### config.mk
export PLATFORM = sky130hd
export DESIGN_NAME = sensor_bridge
export DESIGN_NICKNAME = d
export VERILOG_FILES = /design/src/rtl/sensor_bridge_pkg.sv /design/src/rtl/fifo_port_if.sv /design/src/rtl/byte_fifo.sv /design/src/rtl/cmd_sequencer.sv /design/src/rtl/ft245_port.sv /design/src/rtl/mcp3008_reader.sv /design/src/rtl/pwm_bank.sv /design/src/rtl/sensor_bridge.sv
export VERILOG_INCLUDE_DIRS = /design/src /design/src/include
export SDC_FILE = /design/constraint.sdc
export NUM_CORES = 1
export LEC_CHECK = 0
export BUFFER_PORTS_ARGS = -buffer_cell sky130_fd_sc_hd__buf_4
export CORE_UTILIZATION = 60
export DETAILED_ROUTE_END_ITERATION = 10
export PLACE_DENSITY = 0.77
export SKIP_CTS_REPAIR_TIMING = 1
export SLEW_MARGIN = 20
export SYNTH_ARGS = -nofsm -noshare
export SYNTH_HDL_FRONTEND = slang
export SYNTH_SLANG_ARGS = --single-unit
export TNS_END_PERCENT = 10
### constraint.sdc
create_clock -name clk -period 3.1 [get_ports clk]
set_clock_uncertainty 0.1 [all_clocks]
set_input_delay 0.775 -clock clk [delete_from_list [all_inputs] [get_ports clk]]
set_output_delay 0.775 -clock clk [all_outputs]
set_load 0.02 [all_outputs]
### src/include/sensor_bridge_settings.svh
`ifndef SENSOR_BRIDGE_SETTINGS_SVH
`define SENSOR_BRIDGE_SETTINGS_SVH

// bytes per FIFO as a power of two
`define FIFO_DEPTH 16

// clocks per PWM count step
`define PWM_PRESCALE 4

// shutter servo counts where the pulse stays high through count == duty
`define SHUTTER_OPEN_DUTY 80
`define SHUTTER_CLOSED_DUTY 150

// one shutter pulse every this many PWM periods
`define SHUTTER_FRAME_PERIODS 4

// clocks per half period of the MCP3008 dclk
`define ADC_DCLK_DIV 4

`endif

### src/rtl/sensor_bridge_pkg.sv
`default_nettype none

package sensor_bridge_pkg;

   // host command opcodes
   typedef enum logic [7:0] {
      cmd_adc_read      = 8'd1, // + channel byte
      cmd_shutter_open  = 8'd2,
      cmd_shutter_close = 8'd3,
      cmd_peltier_on    = 8'd4,
      cmd_peltier_off   = 8'd5,
      cmd_peltier_1_set = 8'd6, // + duty byte
      cmd_peltier_2_set = 8'd7  // + duty byte
   } cmd_e;

   typedef enum logic [3:0] {
      seq_idle,
      seq_fetch,
      seq_decode,
      seq_arg_wait,
      seq_arg_apply,
      seq_adc_start,
      seq_adc_wait,
      seq_tx_low,
      seq_tx_high
   } seq_state_e;

   typedef enum logic [1:0] {adc_idle, adc_shift, adc_done} adc_state_e;

   typedef enum logic [1:0] {ft_idle, ft_oe, ft_read, ft_write} ft_state_e;

endpackage

`default_nettype wire

### src/rtl/fifo_port_if.sv
`default_nettype none
`timescale 1ns/100ps

// both ends of one byte FIFO
interface fifo_port_if;
   logic [7:0] wdata;
   logic       winc;
   logic       wfull;
   logic [7:0] rdata;
   logic       rinc;
   logic       rempty;

   modport writer (output wdata, output winc, input wfull);
   modport reader (input rdata, input rempty, output rinc);
   modport storage (
      input  wdata, input  winc, output wfull,
      output rdata, input  rinc, output rempty
   );
endinterface

`default_nettype wire

### src/rtl/byte_fifo.sv
`default_nettype none
`timescale 1ns/100ps

// first-word-fall-through with the head visible on rdata while not empty
module byte_fifo #(
   parameter int depth = 16
) (
   input wire          clk,
   input wire          arst_n,
   fifo_port_if.storage q
);

   localparam int aw = $clog2(depth);

   logic [7:0]  mem [depth];
   logic [aw:0] wptr;   // extra msb tells full from empty
   logic [aw:0] rptr;

   assign q.rempty = (wptr == rptr);
   assign q.wfull  = (wptr[aw] != rptr[aw]) && (wptr[aw-1:0] == rptr[aw-1:0]);
   assign q.rdata  = mem[rptr[aw-1:0]];

   always_ff @(posedge clk or negedge arst_n) begin
      if (!arst_n) begin
         wptr <= '0;
         rptr <= '0;
      end else begin
         if (q.winc) begin
            wptr <= wptr + 1'b1;
         end
         if (q.rinc) begin
            rptr <= rptr + 1'b1;
         end
      end
   end

   // storage only
   always_ff @(posedge clk) begin
      if (q.winc) begin
         mem[wptr[aw-1:0]] <= q.wdata;
      end
   end

endmodule

`default_nettype wire

### src/rtl/cmd_sequencer.sv
`default_nettype none
`timescale 1ns/100ps

// fetch, decode and run host commands
module cmd_sequencer (
   input wire          clk,
   input wire          arst_n,
   fifo_port_if.reader rx,
   fifo_port_if.writer tx,
   output logic        adc_sample,
   output logic [2:0]  adc_channel,
   input wire          adc_busy,
   input wire [9:0]    adc_result,
   output logic        shutter_open,
   output logic        peltier_on,
   output logic [7:0]  peltier_1_duty,
   output logic [7:0]  peltier_2_duty
);

   import sensor_bridge_pkg::*;

   seq_state_e state;
   cmd_e       opcode;     // holding register
   logic [7:0] arg;
   logic       busy_seen;  // reader has taken the sample

   always_ff @(posedge clk or negedge arst_n) begin
      if (!arst_n) begin
         state          <= seq_idle;
         shutter_open   <= 1'b0;  // closed
         peltier_on     <= 1'b0;
         peltier_1_duty <= '0;
         peltier_2_duty <= '0;
         adc_channel    <= '0;
         busy_seen      <= 1'b0;
      end else begin
         unique case (state)
            seq_idle: begin
               if (!rx.rempty) begin
                  state <= seq_fetch;
               end
            end
            seq_fetch: state <= seq_decode;
            seq_decode: begin
               state <= seq_idle;
               case (opcode)
                  cmd_shutter_open:  shutter_open <= 1'b1;
                  cmd_shutter_close: shutter_open <= 1'b0;
                  cmd_peltier_on:    peltier_on <= 1'b1;
                  cmd_peltier_off:   peltier_on <= 1'b0;
                  cmd_adc_read, cmd_peltier_1_set, cmd_peltier_2_set: begin
                     state <= seq_arg_wait;
                  end
                  default: state <= seq_idle;  // unknown opcode is dropped
               endcase
            end
            seq_arg_wait: begin
               if (!rx.rempty) begin
                  state <= seq_arg_apply;
               end
            end
            seq_arg_apply: begin
               state <= seq_idle;
               case (opcode)
                  cmd_adc_read: begin
                     adc_channel <= arg[2:0];
                     state       <= seq_adc_start;
                  end
                  cmd_peltier_1_set: peltier_1_duty <= arg;
                  cmd_peltier_2_set: peltier_2_duty <= arg;
                  default: state <= seq_idle;
               endcase
            end
            seq_adc_start: begin
               busy_seen <= 1'b0;
               state     <= seq_adc_wait;
            end
            seq_adc_wait: begin
               if (adc_busy) begin
                  busy_seen <= 1'b1;
               end else if (busy_seen) begin
                  state <= seq_tx_low;  // conversion finished
               end
            end
            seq_tx_low: begin
               if (!tx.wfull) begin
                  state <= seq_tx_high;
               end
            end
            seq_tx_high: begin
               if (!tx.wfull) begin
                  state <= seq_idle;
               end
            end
            default: state <= seq_idle;
         endcase
      end
   end

   always_ff @(posedge clk) begin
      if (state == seq_fetch) begin
         opcode <= cmd_e'(rx.rdata);
      end
      if (state == seq_arg_wait && !rx.rempty) begin
         arg <= rx.rdata;
      end
   end

   assign rx.rinc     = (state == seq_fetch) || (state == seq_arg_wait && !rx.rempty);
   assign adc_sample  = (state == seq_adc_start);

   // result low byte first, then the two msbs
   assign tx.winc  = (state == seq_tx_low || state == seq_tx_high) && !tx.wfull;
   assign tx.wdata = (state == seq_tx_high) ? {6'b0, adc_result[9:8]} : adc_result[7:0];

endmodule

`default_nettype wire

### src/rtl/ft245_port.sv
`default_nettype none
`timescale 1ns/100ps

// single byte read and write cycles on a synchronous FT245 bus
module ft245_port (
   input wire          clk,
   input wire          arst_n,
   input wire [7:0]    ft_data_in,
   input wire          ft_rxf_n,
   input wire          ft_txe_n,
   output logic [7:0]  ft_data_out,
   output logic        ft_data_oe,
   output logic        ft_rd_n,
   output logic        ft_wr_n,
   output logic        ft_oe_n,
   fifo_port_if.writer rx,
   fifo_port_if.reader tx
);

   import sensor_bridge_pkg::*;

   ft_state_e state;
   logic      wr_prio;  // set after a read so the next turn goes to tx
   logic      rd_ready;
   logic      wr_ready;

   assign rd_ready = !ft_rxf_n && !rx.wfull;
   assign wr_ready = !ft_txe_n && !tx.rempty;

   always_ff @(posedge clk or negedge arst_n) begin
      if (!arst_n) begin
         state   <= ft_idle;
         wr_prio <= 1'b0;
      end else begin
         unique case (state)
            ft_idle: begin
               if (wr_ready && (wr_prio || !rd_ready)) begin
                  state <= ft_write;
               end else if (rd_ready) begin
                  state <= ft_oe;
               end
            end
            ft_oe: state <= ft_read;  // bus turnaround
            ft_read: begin
               state   <= ft_idle;
               wr_prio <= 1'b1;
            end
            ft_write: begin
               state   <= ft_idle;  // unsent byte stays at the tx head
               wr_prio <= 1'b0;
            end
         endcase
      end
   end

   // oe_n stays low through the rd_n cycle so the host keeps driving
   assign ft_oe_n     = !(state == ft_oe || state == ft_read);
   assign ft_rd_n     = (state != ft_read);
   assign ft_wr_n     = (state != ft_write);
   assign ft_data_oe  = (state == ft_write);
   assign ft_data_out = tx.rdata;

   assign rx.wdata = ft_data_in;
   assign rx.winc  = (state == ft_read) && !ft_rxf_n;
   assign tx.rinc  = (state == ft_write) && !ft_txe_n;  // host took it

endmodule

`default_nettype wire

### src/rtl/mcp3008_reader.sv
`default_nettype none
`timescale 1ns/100ps
`include "sensor_bridge_settings.svh"

// one single-ended MCP3008 conversion over SPI mode 0,0
module mcp3008_reader (
   input wire         clk,
   input wire         arst_n,
   input wire         sample,
   input wire [2:0]   channel,
   input wire         dout,
   output logic       dclk,
   output logic       din,
   output logic       cs_n,
   output logic       busy,
   output logic [9:0] result
);

   import sensor_bridge_pkg::*;

   localparam int div_w = $clog2(`ADC_DCLK_DIV + 1);

   adc_state_e       state;
   logic [div_w-1:0] div_cnt;
   logic [4:0]       bit_cnt;  // dclk period 0..16
   logic [4:0]       cmd_sr;   // start, sgl, d2..d0
   logic [9:0]       data_sr;
   logic             half_done;

   assign half_done = (div_cnt == div_w'(`ADC_DCLK_DIV - 1));
   assign din       = cmd_sr[4];

   always_ff @(posedge clk or negedge arst_n) begin
      if (!arst_n) begin
         state   <= adc_idle;
         div_cnt <= '0;
         bit_cnt <= '0;
         cmd_sr  <= '0;
         dclk    <= 1'b0;
         cs_n    <= 1'b1;
         busy    <= 1'b0;
      end else begin
         unique case (state)
            adc_idle: begin
               if (sample) begin
                  state   <= adc_shift;
                  cs_n    <= 1'b0;
                  busy    <= 1'b1;
                  div_cnt <= '0;
                  bit_cnt <= '0;
                  cmd_sr  <= {2'b11, channel};
               end
            end
            adc_shift: begin
               div_cnt <= half_done ? '0 : div_cnt + 1'b1;
               if (half_done) begin
                  dclk <= !dclk;
                  if (dclk) begin  // falling edge shifts the next din bit
                     cmd_sr  <= {cmd_sr[3:0], 1'b0};
                     bit_cnt <= bit_cnt + 1'b1;
                     if (bit_cnt == 5'd16) begin
                        state <= adc_done;
                     end
                  end
               end
            end
            adc_done: begin
               cs_n  <= 1'b1;
               busy  <= 1'b0;
               state <= adc_idle;
            end
            default: state <= adc_idle;
         endcase
      end
   end

   // periods 5 and 6 carry sample and null bit and b9..b0 follow
   always_ff @(posedge clk) begin
      if (state == adc_shift && half_done && !dclk && bit_cnt >= 5'd7) begin
         data_sr <= {data_sr[8:0], dout};
      end
      if (state == adc_done) begin
         result <= data_sr;
      end
   end

endmodule

`default_nettype wire

### src/rtl/pwm_bank.sv
`default_nettype none
`timescale 1ns/100ps
`include "sensor_bridge_settings.svh"

// shutter servo and peltier PWMs off one shared count
module pwm_bank (
   input wire       clk,
   input wire       arst_n,
   input wire       shutter_open,
   input wire       peltier_on,
   input wire [7:0] peltier_1_duty,
   input wire [7:0] peltier_2_duty,
   output logic     pwm_shutter,
   output logic     pwm_peltier_1,
   output logic     pwm_peltier_2
);

   localparam int pre_w   = $clog2(`PWM_PRESCALE + 1);
   localparam int frame_w = $clog2(`SHUTTER_FRAME_PERIODS + 1);

   logic [pre_w-1:0]   pre_cnt;
   logic [7:0]         count;
   logic [frame_w-1:0] frame_cnt;   // count wraps within the shutter frame
   logic               tick;
   logic [7:0]         shutter_duty;

   assign tick         = (pre_cnt == pre_w'(`PWM_PRESCALE - 1));
   assign shutter_duty = shutter_open ? 8'(`SHUTTER_OPEN_DUTY) : 8'(`SHUTTER_CLOSED_DUTY);

   always_ff @(posedge clk or negedge arst_n) begin
      if (!arst_n) begin
         pre_cnt       <= '0;
         count         <= '0;
         frame_cnt     <= '0;
         pwm_shutter   <= 1'b0;
         pwm_peltier_1 <= 1'b0;
         pwm_peltier_2 <= 1'b0;
      end else begin
         pre_cnt <= tick ? '0 : pre_cnt + 1'b1;
         if (tick) begin
            count <= count + 1'b1;
            if (count == 8'hff) begin
               frame_cnt <= (frame_cnt == frame_w'(`SHUTTER_FRAME_PERIODS - 1)) ?
                            '0 : frame_cnt + 1'b1;
            end
         end
         pwm_shutter   <= (frame_cnt == '0) && (count <= shutter_duty);
         pwm_peltier_1 <= peltier_on && (count < peltier_1_duty);
         pwm_peltier_2 <= peltier_on && (count < peltier_2_duty);
      end
   end

endmodule

`default_nettype wire

### src/rtl/sensor_bridge.sv
`default_nettype none
`timescale 1ns/100ps
`include "sensor_bridge_settings.svh"

module sensor_bridge (
   input wire         clk,
   input wire         arst_n,
   input wire [7:0]   ft_data_in,
   input wire         ft_rxf_n,
   input wire         ft_txe_n,
   output logic [7:0] ft_data_out,
   output logic       ft_data_oe,  // tristate lives in the pad wrapper
   output logic       ft_rd_n,
   output logic       ft_wr_n,
   output logic       ft_oe_n,
   input wire         mcp_dout,
   output logic       mcp_dclk,
   output logic       mcp_din,
   output logic       mcp_cs_n,
   output logic       pwm_shutter,
   output logic       pwm_peltier_1,
   output logic       pwm_peltier_2
);

   logic       adc_sample;
   logic [2:0] adc_channel;
   logic       adc_busy;
   logic [9:0] adc_result;
   logic       shutter_open;
   logic       peltier_on;
   logic [7:0] peltier_1_duty;
   logic [7:0] peltier_2_duty;

   fifo_port_if rx_q ();  // host -> sequencer
   fifo_port_if tx_q ();  // sequencer -> host

   ft245_port u_ft245 (
      .clk, .arst_n, .ft_data_in, .ft_rxf_n, .ft_txe_n,
      .ft_data_out, .ft_data_oe, .ft_rd_n, .ft_wr_n, .ft_oe_n,
      .rx (rx_q.writer),
      .tx (tx_q.reader)
   );

   byte_fifo #(.depth(`FIFO_DEPTH)) rx_fifo (.clk, .arst_n, .q(rx_q.storage));
   byte_fifo #(.depth(`FIFO_DEPTH)) tx_fifo (.clk, .arst_n, .q(tx_q.storage));

   cmd_sequencer u_seq (
      .clk, .arst_n,
      .rx (rx_q.reader),
      .tx (tx_q.writer),
      .adc_sample, .adc_channel, .adc_busy, .adc_result,
      .shutter_open, .peltier_on, .peltier_1_duty, .peltier_2_duty
   );

   mcp3008_reader u_adc (
      .clk, .arst_n,
      .sample  (adc_sample),
      .channel (adc_channel),
      .dout    (mcp_dout),
      .dclk    (mcp_dclk),
      .din     (mcp_din),
      .cs_n    (mcp_cs_n),
      .busy    (adc_busy),
      .result  (adc_result)
   );

   pwm_bank u_pwm (
      .clk, .arst_n, .shutter_open, .peltier_on, .peltier_1_duty, .peltier_2_duty,
      .pwm_shutter, .pwm_peltier_1, .pwm_peltier_2
   );

endmodule

`default_nettype wire

After elaboration in Yosys (flattened, before gate mapping)
Memories as Yosys holds them, arrays and structs flattened. Cells that the tools add are included.

Memory bits (writable): 256. Bits in registers: 120. Bits in latches: 0. Bits in read-only memories: 0. Input port bits: 13. Logic and storage cells: 188. Output and inout bits: 18. Memories kept: 2.

Div/mod/pow operators: 0. Equality and inequality tests: 45. Shift operators: 0. Multiplexer cells: 45. $lt $le $gt $ge: 4. Multiply operators: 0. Reductions and logical operators: 53. Add/subtract/negate cells: 9. Bitwise gates (word level): 0.

Memories: rx_fifo.mem (words 16, width 8, rd ports 1, clocked after Yosys merged registers in 0, wr ports 1, line byte_fifo.sv:15) `logic [7:0] mem [depth];`; tx_fifo.mem (words 16, width 8, rd ports 1, clocked after Yosys merged registers in 0, wr ports 1, line byte_fifo.sv:15).

Operators by type and width (count): one-hot mux 4 bit (9 select lines) (1); == test 8 x 3 -> 1 bit (second input constant) (4); two-way mux 5 bit (6); adder 5 x 1 -> 5 bit (second input constant) (5); two-way mux 4 bit (6); one-hot mux 5 bit (2 select lines) (2); AND reduction 2 bit (10); == test 4 x 3 -> 1 bit (second input constant) (4); == test 8 x 2 -> 1 bit (second input constant) (2); less-than comparator 8 bit (2); two-way mux 8 bit (2); inequality test 2 bit (second input constant) (8); logical AND 1 bit (15); two-way mux 3 bit (5); two-way mux 2 bit (7); one-hot mux 1 bit (2 select lines) (6); nonzero test 2 bit (6); == test 5 bit (2); inequality test 2 x 1 -> 1 bit (second input constant) (5); adder 3 x 1 -> 3 bit (second input constant) (3); == test 3 x 2 -> 1 bit (second input constant) (3); logical NOT 1 bit (9); adder 8 x 1 -> 8 bit (second input constant) (1); == test 4 x 2 -> 1 bit (second input constant) (2); other kinds (24) (40).

Longest topological paths before layout
Gate-level depths: netlist of run 1.

Depth in word-level cells: 9. Gate-level depth with buffers: 8. Depth with buffers taken out: 8.

Modules after synthesis
A second synthesis of run 1 with hierarchy kept.

Cell total of the unflattened synthesis: 967. Area, all modules: 16143.0 µm².

By module, submodules not included: byte_fifo at rx_fifo (sequential area each 4093.9 µm², instances 1, area each 5597.9 µm², cells an instance 285); byte_fifo at tx_fifo (sequential area each 4093.9 µm², instances 1, area each 5577.8 µm², cells an instance 287); cmd_sequencer (sequential area each 1131.1 µm², instances 1, area each 1859.3 µm², cells an instance 129); mcp3008_reader (sequential area each 1052.3 µm², instances 1, area each 1552.7 µm², cells an instance 108); pwm_bank (sequential area each 425.4 µm², instances 1, area each 1212.4 µm², cells an instance 118); ft245_port (sequential area each 75.1 µm², instances 1, area each 342.8 µm², cells an instance 40).

Worst setup path before layout of run 1
Ideal clock, no wire load.

Kind: register -> output. From: register tx_fifo.rptr[0]. To: output port ft_data_out[7]. Required time: 2.225 ns. Setup slack: 0.492 ns. Buffers on the path: 3. Stages on the path, launching flop included: 7. Arrival: 1.733 ns. Cell sequence: dfrtp_1 > buf_4 > buf_4 > buf_4 > mux4_2 > mux2i_1 > a21oi_1.

Word-level cells in the longest chain between the ends: 1.

Ends and longest elaborated chain: start, declared (line byte_fifo.sv:17) `logic [aw:0] rptr;`; start signal, assigned (line byte_fifo.sv:32) `rptr <= rptr + 1'b1;`; memory read (16 x 8 bit); end, declared (line sensor_bridge.sv:11) `output logic [7:0] ft_data_out,`.

Every way passes these cells.

Worst setup path in the final report of run 1
From: register tx_fifo.rptr[0]. To: output port ft_data_out[6].

The elaborated chain is that of the path after synthesis.

==> results of run 1 <==
## flip-flops by register name, indices dropped and copies added (netlist names), 10 cells and up
register and flops:
rx_fifo.mem 128, tx_fifo.mem 128, u_adc.data_sr 10, u_adc.result 10
## cell families (layout without fill, tap and decap cells)
| kind of cell | after synthesis | in the layout | share of synthesized area |
|---|---|---|---|
| xor gates and xnor gates | 37 | 37 | 0.0213 |
| muxes | 109 | 109 | 0.131 |
| and+or+nand+nor | 171 | 171 | 0.0625 |
| buffers and inverters | 68 | 172 | 0.0195 |
| adders and majority gates | 40 | 40 | 0.0322 |
| DFF | 376 | 376 | 0.700 |
| AOI/OAI and AO/OA | 78 | 78 | 0.0338 |
## area by class of cell
| type | count | area share |
|---|---|---|
| flip-flops and latches | 376 | 0.619 |
| multi-input cells | 435 | 0.249 |
| clock buffers | 56 | 0.0632 |
| repair buffers | 66 | 0.0325 |
| well taps | 330 | 0.0235 |
| inverters | 34 | 0.00727 |
| clock inverters | 16 | 0.00492 |
## Yosys cell counts, types with 11 or more instances
| cell | n | area, um^2 |
|---|---|---|
| nand2_1 | 39 | 146 |
| mux2_2 | 26 | 293 |
| dfrtp_1 | 83 | 2080 |
| clkbuf_1 | 12 | 45.0 |
| o21ai_0 | 11 | 55.1 |
| mux4_2 | 72 | 1620 |
| xnor2_1 | 19 | 166 |
| buf_2 | 14 | 70.1 |
| a21oi_1 | 18 | 90.1 |
| and2_1 | 16 | 100 |
| edfxtp_1 | 292 | 8770 |
| ha_1 | 40 | 500 |
| nor2b_1 | 16 | 100 |
| xor2_1 | 17 | 149 |
| nor2_1 | 33 | 124 |
| nand4_1 | 12 | 75.1 |
| inv_1 | 34 | 128 |
## final timing paths
check,from,endpoint,slack (ns),depth (start not counted)
min in group clk,u_adc.data_sr[9]$_DFFE_PP_,u_adc.result[9]$_DFFE_PP_,0.33,0
hold / removal,arst_n,u_adc.div_cnt[2]$_DFFE_PN0P_,0.14,1
max in group asynchronous,arst_n,u_seq.peltier_1_duty[3]$_DFFE_PN0P_,2.13,2
hold reg to reg,u_adc.data_sr[9]$_DFFE_PP_,u_adc.result[9]$_DFFE_PP_,0.33,0
setup / recovery,tx_fifo.rptr[0]$_DFFE_PN0P_,ft_data_out[6],-0.05,6
setup reg to reg,tx_fifo.rptr[0]$_DFFE_PN0P_,tx_fifo.mem[1][1]$_DFFE_PP_,0.50,8
## metrics by stage
| stage | total power, mW | hold slack [ns] |
|---|---|---|
| after floorplan | 9.20 | 0.300 |
| after global routing | 15.3 | 0.169 |
| after CTS | 14.6 | 0.147 |
| final | 14.6 | 0.140 |
| after detailed placement | 10.3 | 0.315 |
| after global placement | 10.2 | 0.304 |
## power groups by stage
stage               sequential, mW  clock (mW)  combinational [mW]
detailed placement            6.41           0                3.92
finish                        6.31        4.31                4.02
global route                  6.38        4.59                4.34
CTS                           6.31        4.38                3.95
global placement              6.38           0                3.84
floorplan                     6.22           0                2.99
## per-layer routing
layer  GRT usage  wire length [um]  up-vias
met5           0                 0        -
met2       0.353             13800      239
met3      0.0357              1600       51
li1            -                 -     3533
met4      0.0658               572        0
met1       0.331             12500     3968
==> impl_metrics.yaml, run 1 <==
clock_network:
  cts-root-buf: "clkbuf_16"
  cts_buffers: 39
  clock_latency_ns: 0.52
  cts.path.max_buffers: 3
  clkTransAtPathRegs_ns: 0.06
  h-tree-depth: 2
  cts_tree: "yes"
  cts_sinks: 376
worst_setup_path:
  worstPathArrival_ns: 2.27
  cp_num_buf_inv: 3
  max_stage_delay_ns: 0.51
  cp_common_cell: "buf_4"
  worstPathMaxFanout: 11
  cp-end-kind: "primary output"
  worstPathCellList: "buf_4, clkbuf_16, mux4_2, a211oi_1, a21oi_1, buf_4"
  crit_required_ns: 2.22
  cp_top_family: "multiplexers"
  critPathLaunchType: "register"
  crit_slowest_cell: "mux4_2"
  worstSetupPathType: "register to primary output"
detailed_routing:
  route.detailed.wl_per_inst_um: 21.7
  drc: 0
  num_vias: 7791
  ant_nets: 0
  via_per_inst: 5.93
  drt_iter0_drc: 726
  drt-total-wl_mm: 28.5
  first_pass_iters: 5
die:
  coreArea_mm2: 0.0253
  die_w_um: 163
  io_pins: 31
  die_h_um: 163
  start_util: 0.615
  num_rows: 58
  die-area_mm2: 0.0265
placement:
  hpwl_mm: 17.9
  portBuffers: 30
  gp_congestion: 0.795
  placed_cells: 1238
  placed_cell_area_mm2: 0.0163
  dpl_worst_slack_ns: 0.367
final_layout:
  final_cell_count_no_fill: 1313
  layout.cells.most_common: "edfxtp_1"
  diodes: 0
  nFillCells: 1586
  areaGrowthSynthToFinish_pct: 13.1
  drive_gt1_frac: 0.247
  fin_nets: 1005
  final_util: 0.695
  fin_area_mm2: 0.0176
  multi_input_area_mm2: 0.00438
  regArea_mm2: 0.0109
  layout_common_cells: "edfxtp_1, dfrtp_1, mux4_2, buf_4"
sta:
  tightest_slew_ns: 0.665
  fin_crit_ns: 3.15
  setup_tns_ns: -0.211
  worst_slack_ns: -0.0485
  slew_viol_final: 0
  hold_viol: 0
  rsz0062_at_grt: "true"
  min_period_over_period: 1.02
  setup_viol: 8
  relSlewSlack: 0.556
  fmax_mhz: 318
yosys:
  ys_types: 60
  ys.flop_type: "edfxtp_1"
  ys_ff_latch: 376
  synth_fp_nets: 932
  synth_edf_count: 292
  yosysSeqAreaShare: 0.700
  syn_avg_cell_area_um2: 17.7
  netlist_instances: 879
  syn_area_mm2: 0.0155
  ys_warn_count: 0
  async_reset_ff_frac: 0.223
global_routing:
  gr-total-overflow: 0
  grt_pass1_vias: 7900
  grt_start_max_net_pins: 49
  grt_util_all_layers: 0.225
  grt_pass1_wl_mm: 44.7
  antenna_found_initial: 0
outcome:
  status: "finished with violations"
  violations: "negative setup slack"
pwr:
  irDropWorstVdd_v: 0.000583
  p_leak_nw: 6.36
  internal_power_mw: 10.4
  p_comb_frac: 0.274
  power_switching_mw: 4.27
  seq_power_share: 0.431
  power_density_mw_per_mm2: 833
  power.share.switching: 0.292
  p_clk_frac: 0.294
job:
  maxCapViolCount: 0
hold_path:
  worst_hold_path_type: "primary input to async pin"
Power figures use the tool's default switching activity.
==> run 2: changes to the inputs <==
--- a/config.mk
+++ b/config.mk
@@ -10,6 +10,7 @@
 export CORE_UTILIZATION = 60
 export DETAILED_ROUTE_END_ITERATION = 10
 export PLACE_DENSITY = 0.77
+export SETUP_SLACK_MARGIN = 0.2
 export SKIP_CTS_REPAIR_TIMING = 1
 export SLEW_MARGIN = 20
 export SYNTH_ARGS = -nofsm -noshare
==> constraint.sdc (replaced) <==
create_clock -name clk -period 3.1 [get_ports clk]
set_clock_uncertainty 0.1 [all_clocks]
set_input_delay 0.62 -clock clk [delete_from_list [all_inputs] [get_ports clk]]
set_output_delay 0.62 -clock clk [all_outputs]
set_load 0.02 [all_outputs]
==> run 2 against run 1 <==
  * The run ends with negative hold slack left
  * Via count grew 1.6%
  * Final area grew 1.0%
  * Maximum frequency grew 2.2%
  * Setup slack gained 0.069 ns
  * Clock-buffer cell count grew 3
  * Critical path depth is the same
  * Die area is the same
  * Combinational power grew 4%
  * Global-route usage grew 0.42 points
  * Flip-flop and latch count is the same
  * Critical path type unchanged
  * Critical endpoint is now ft_data_out[0]
==> impl_metrics.yaml, run 2 (synthesis gave the netlist of run 1 again) <==
detailed_routing:
  first_pass_iters: 5
  drt-total-wl_mm: 28.9
  route.detailed.wl_per_inst_um: 21.9
  num_vias: 7918
  ant_nets: 0
  drt_iter0_drc: 733
  drc: 0
  via_per_inst: 6.01
final_layout:
  regArea_mm2: 0.0109
  layout_common_cells: "edfxtp_1, dfrtp_1, mux4_2, buf_4, clkbuf_16"
  multi_input_area_mm2: 0.00442
  final_cell_count_no_fill: 1318
  drive_gt1_frac: 0.261
  nFillCells: 1532
  layout.cells.most_common: "edfxtp_1"
  fin_nets: 1011
  areaGrowthSynthToFinish_pct: 14.2
  diodes: 0
  fin_area_mm2: 0.0177
sta:
  setup_tns_ns: 0
  fin_crit_ns: 3.08
  min_period_over_period: 0.993
  fmax_mhz: 325
  slew_viol_final: 0
  relSlewSlack: 0.532
  hold_viol: 37
  tightest_slew_ns: 0.701
  worst_slack_ns: 0.0205
  whs_ns: -0.0328
  setup_viol: 0
  rsz0062_at_grt: "true"
placement:
  placed_cells: 1238
  dpl_worst_slack_ns: 0.519
  portBuffers: 30
  placed_cell_area_mm2: 0.0163
  gp_congestion: 0.758
  hpwl_mm: 18.1
pwr:
  irDropWorstVdd_v: 0.000621
  power_switching_mw: 4.37
  seq_power_share: 0.420
  power_density_mw_per_mm2: 852
  internal_power_mw: 10.8
  p_leak_nw: 6.43
  p_clk_frac: 0.303
  power.share.switching: 0.289
  p_comb_frac: 0.277
worst_setup_path:
  crit_path_start: "tx_fifo.rptr[0]$_DFFE_PN0P_"
  worstPathMaxFanout: 9
  r2r-start: "tx_fifo.rptr[0]$_DFFE_PN0P_"
  crit_required_ns: 2.38
  worstPathArrival_ns: 2.36
  critPathLaunchType: "register"
  cp-end-kind: "primary output"
  worstSetupPathType: "register to primary output"
global_routing:
  grt_pass1_wl_mm: 45.7
  gr-total-overflow: 0
  grt_pass1_vias: 8027
  grt_start_max_net_pins: 41
  antenna_found_initial: 0
  grt_util_all_layers: 0.230
clock_network:
  cts.path.max_buffers: 3
  h-tree-depth: 2
  cts_sinks: 376
  cts_buffers: 38
  cts_tree: "yes"
  clkTransAtPathRegs_ns: 0.06
  cts-root-buf: "clkbuf_16"
  clock_latency_ns: 0.53
die:
  start_util: 0.615
  num_rows: 58
  die_w_um: 163
  die_h_um: 163
  die-area_mm2: 0.0265
  io_pins: 31
  coreArea_mm2: 0.0253
outcome:
  status: "finished with violations"
  violations: "negative hold slack"
job:
  maxCapViolCount: 0
hold_path:
  worst_hold_path_type: "primary input to async pin"
==> run 2: layout make-up <==
| type | count | area share |
|---|---|---|
| Clock inverter | 11 | 0.00853 |
| Clock buffer | 59 | 0.0633 |
| Tap cell | 330 | 0.0233 |
| Inverter | 34 | 0.00719 |
| Timing Repair Buffer | 73 | 0.0359 |
| Multi-Input combinational cell | 435 | 0.249 |
| Sequential cell | 376 | 0.613 |
==> run 2: path summary, 6_finish.rpt <==
check                                                    end  slack, ns  depth (start not counted)
worst max-delay path                          ft_data_out[0]       0.02                          6
worst max register to register   tx_fifo.mem[2][2]$_DFFE_PP_       0.51                          7
max in group asynchronous        tx_fifo.rptr[1]$_DFFE_PN0P_       2.21                          2
worst min-delay path            u_adc.div_cnt[2]$_DFFE_PN0P_      -0.03                          1
worst min register to register     u_adc.result[9]$_DFFE_PP_       0.32                          0
min in group clk                  u_adc.data_sr[0]$_DFFE_PP_       0.17                          1
==> run 2: metrics by stage <==
stage           util  power [mW]
6_report       0.703        15.1
5_1_grt        0.703        15.8
4_1_cts        0.695        14.9
3_5_place_dp   0.645        10.3
3_3_place_gp   0.645        10.2
2_1_floorplan      -        9.20
==> run 2: critical path: stages, from the launching register on <==
cell,delay (ns)
dfrtp_2,0.47
buf_12,0.17
buf_4,0.12
mux4_2,0.51
mux2i_2,0.28
a21oi_2,0.12
buf_4,0.17
==> run 2: per-layer routing <==
metal	track usage	part of all wire	up-vias
li1	-	-	3542
met3	0.0354	0.059	43
met4	0.0654	0.019	0
met5	0	0	-
met1	0.342	0.44	4079
met2	0.356	0.48	254
==> run 2: power groups by stage <==
stage	Combinational [mW]	Clock [mW]	Sequential [mW]
after floorplan	2.99	0	6.22
after global placement	3.83	0	6.41
after detailed placement	3.90	0	6.43
after CTS	3.95	4.66	6.33
after global routing	4.53	4.84	6.41
final	4.19	4.58	6.35
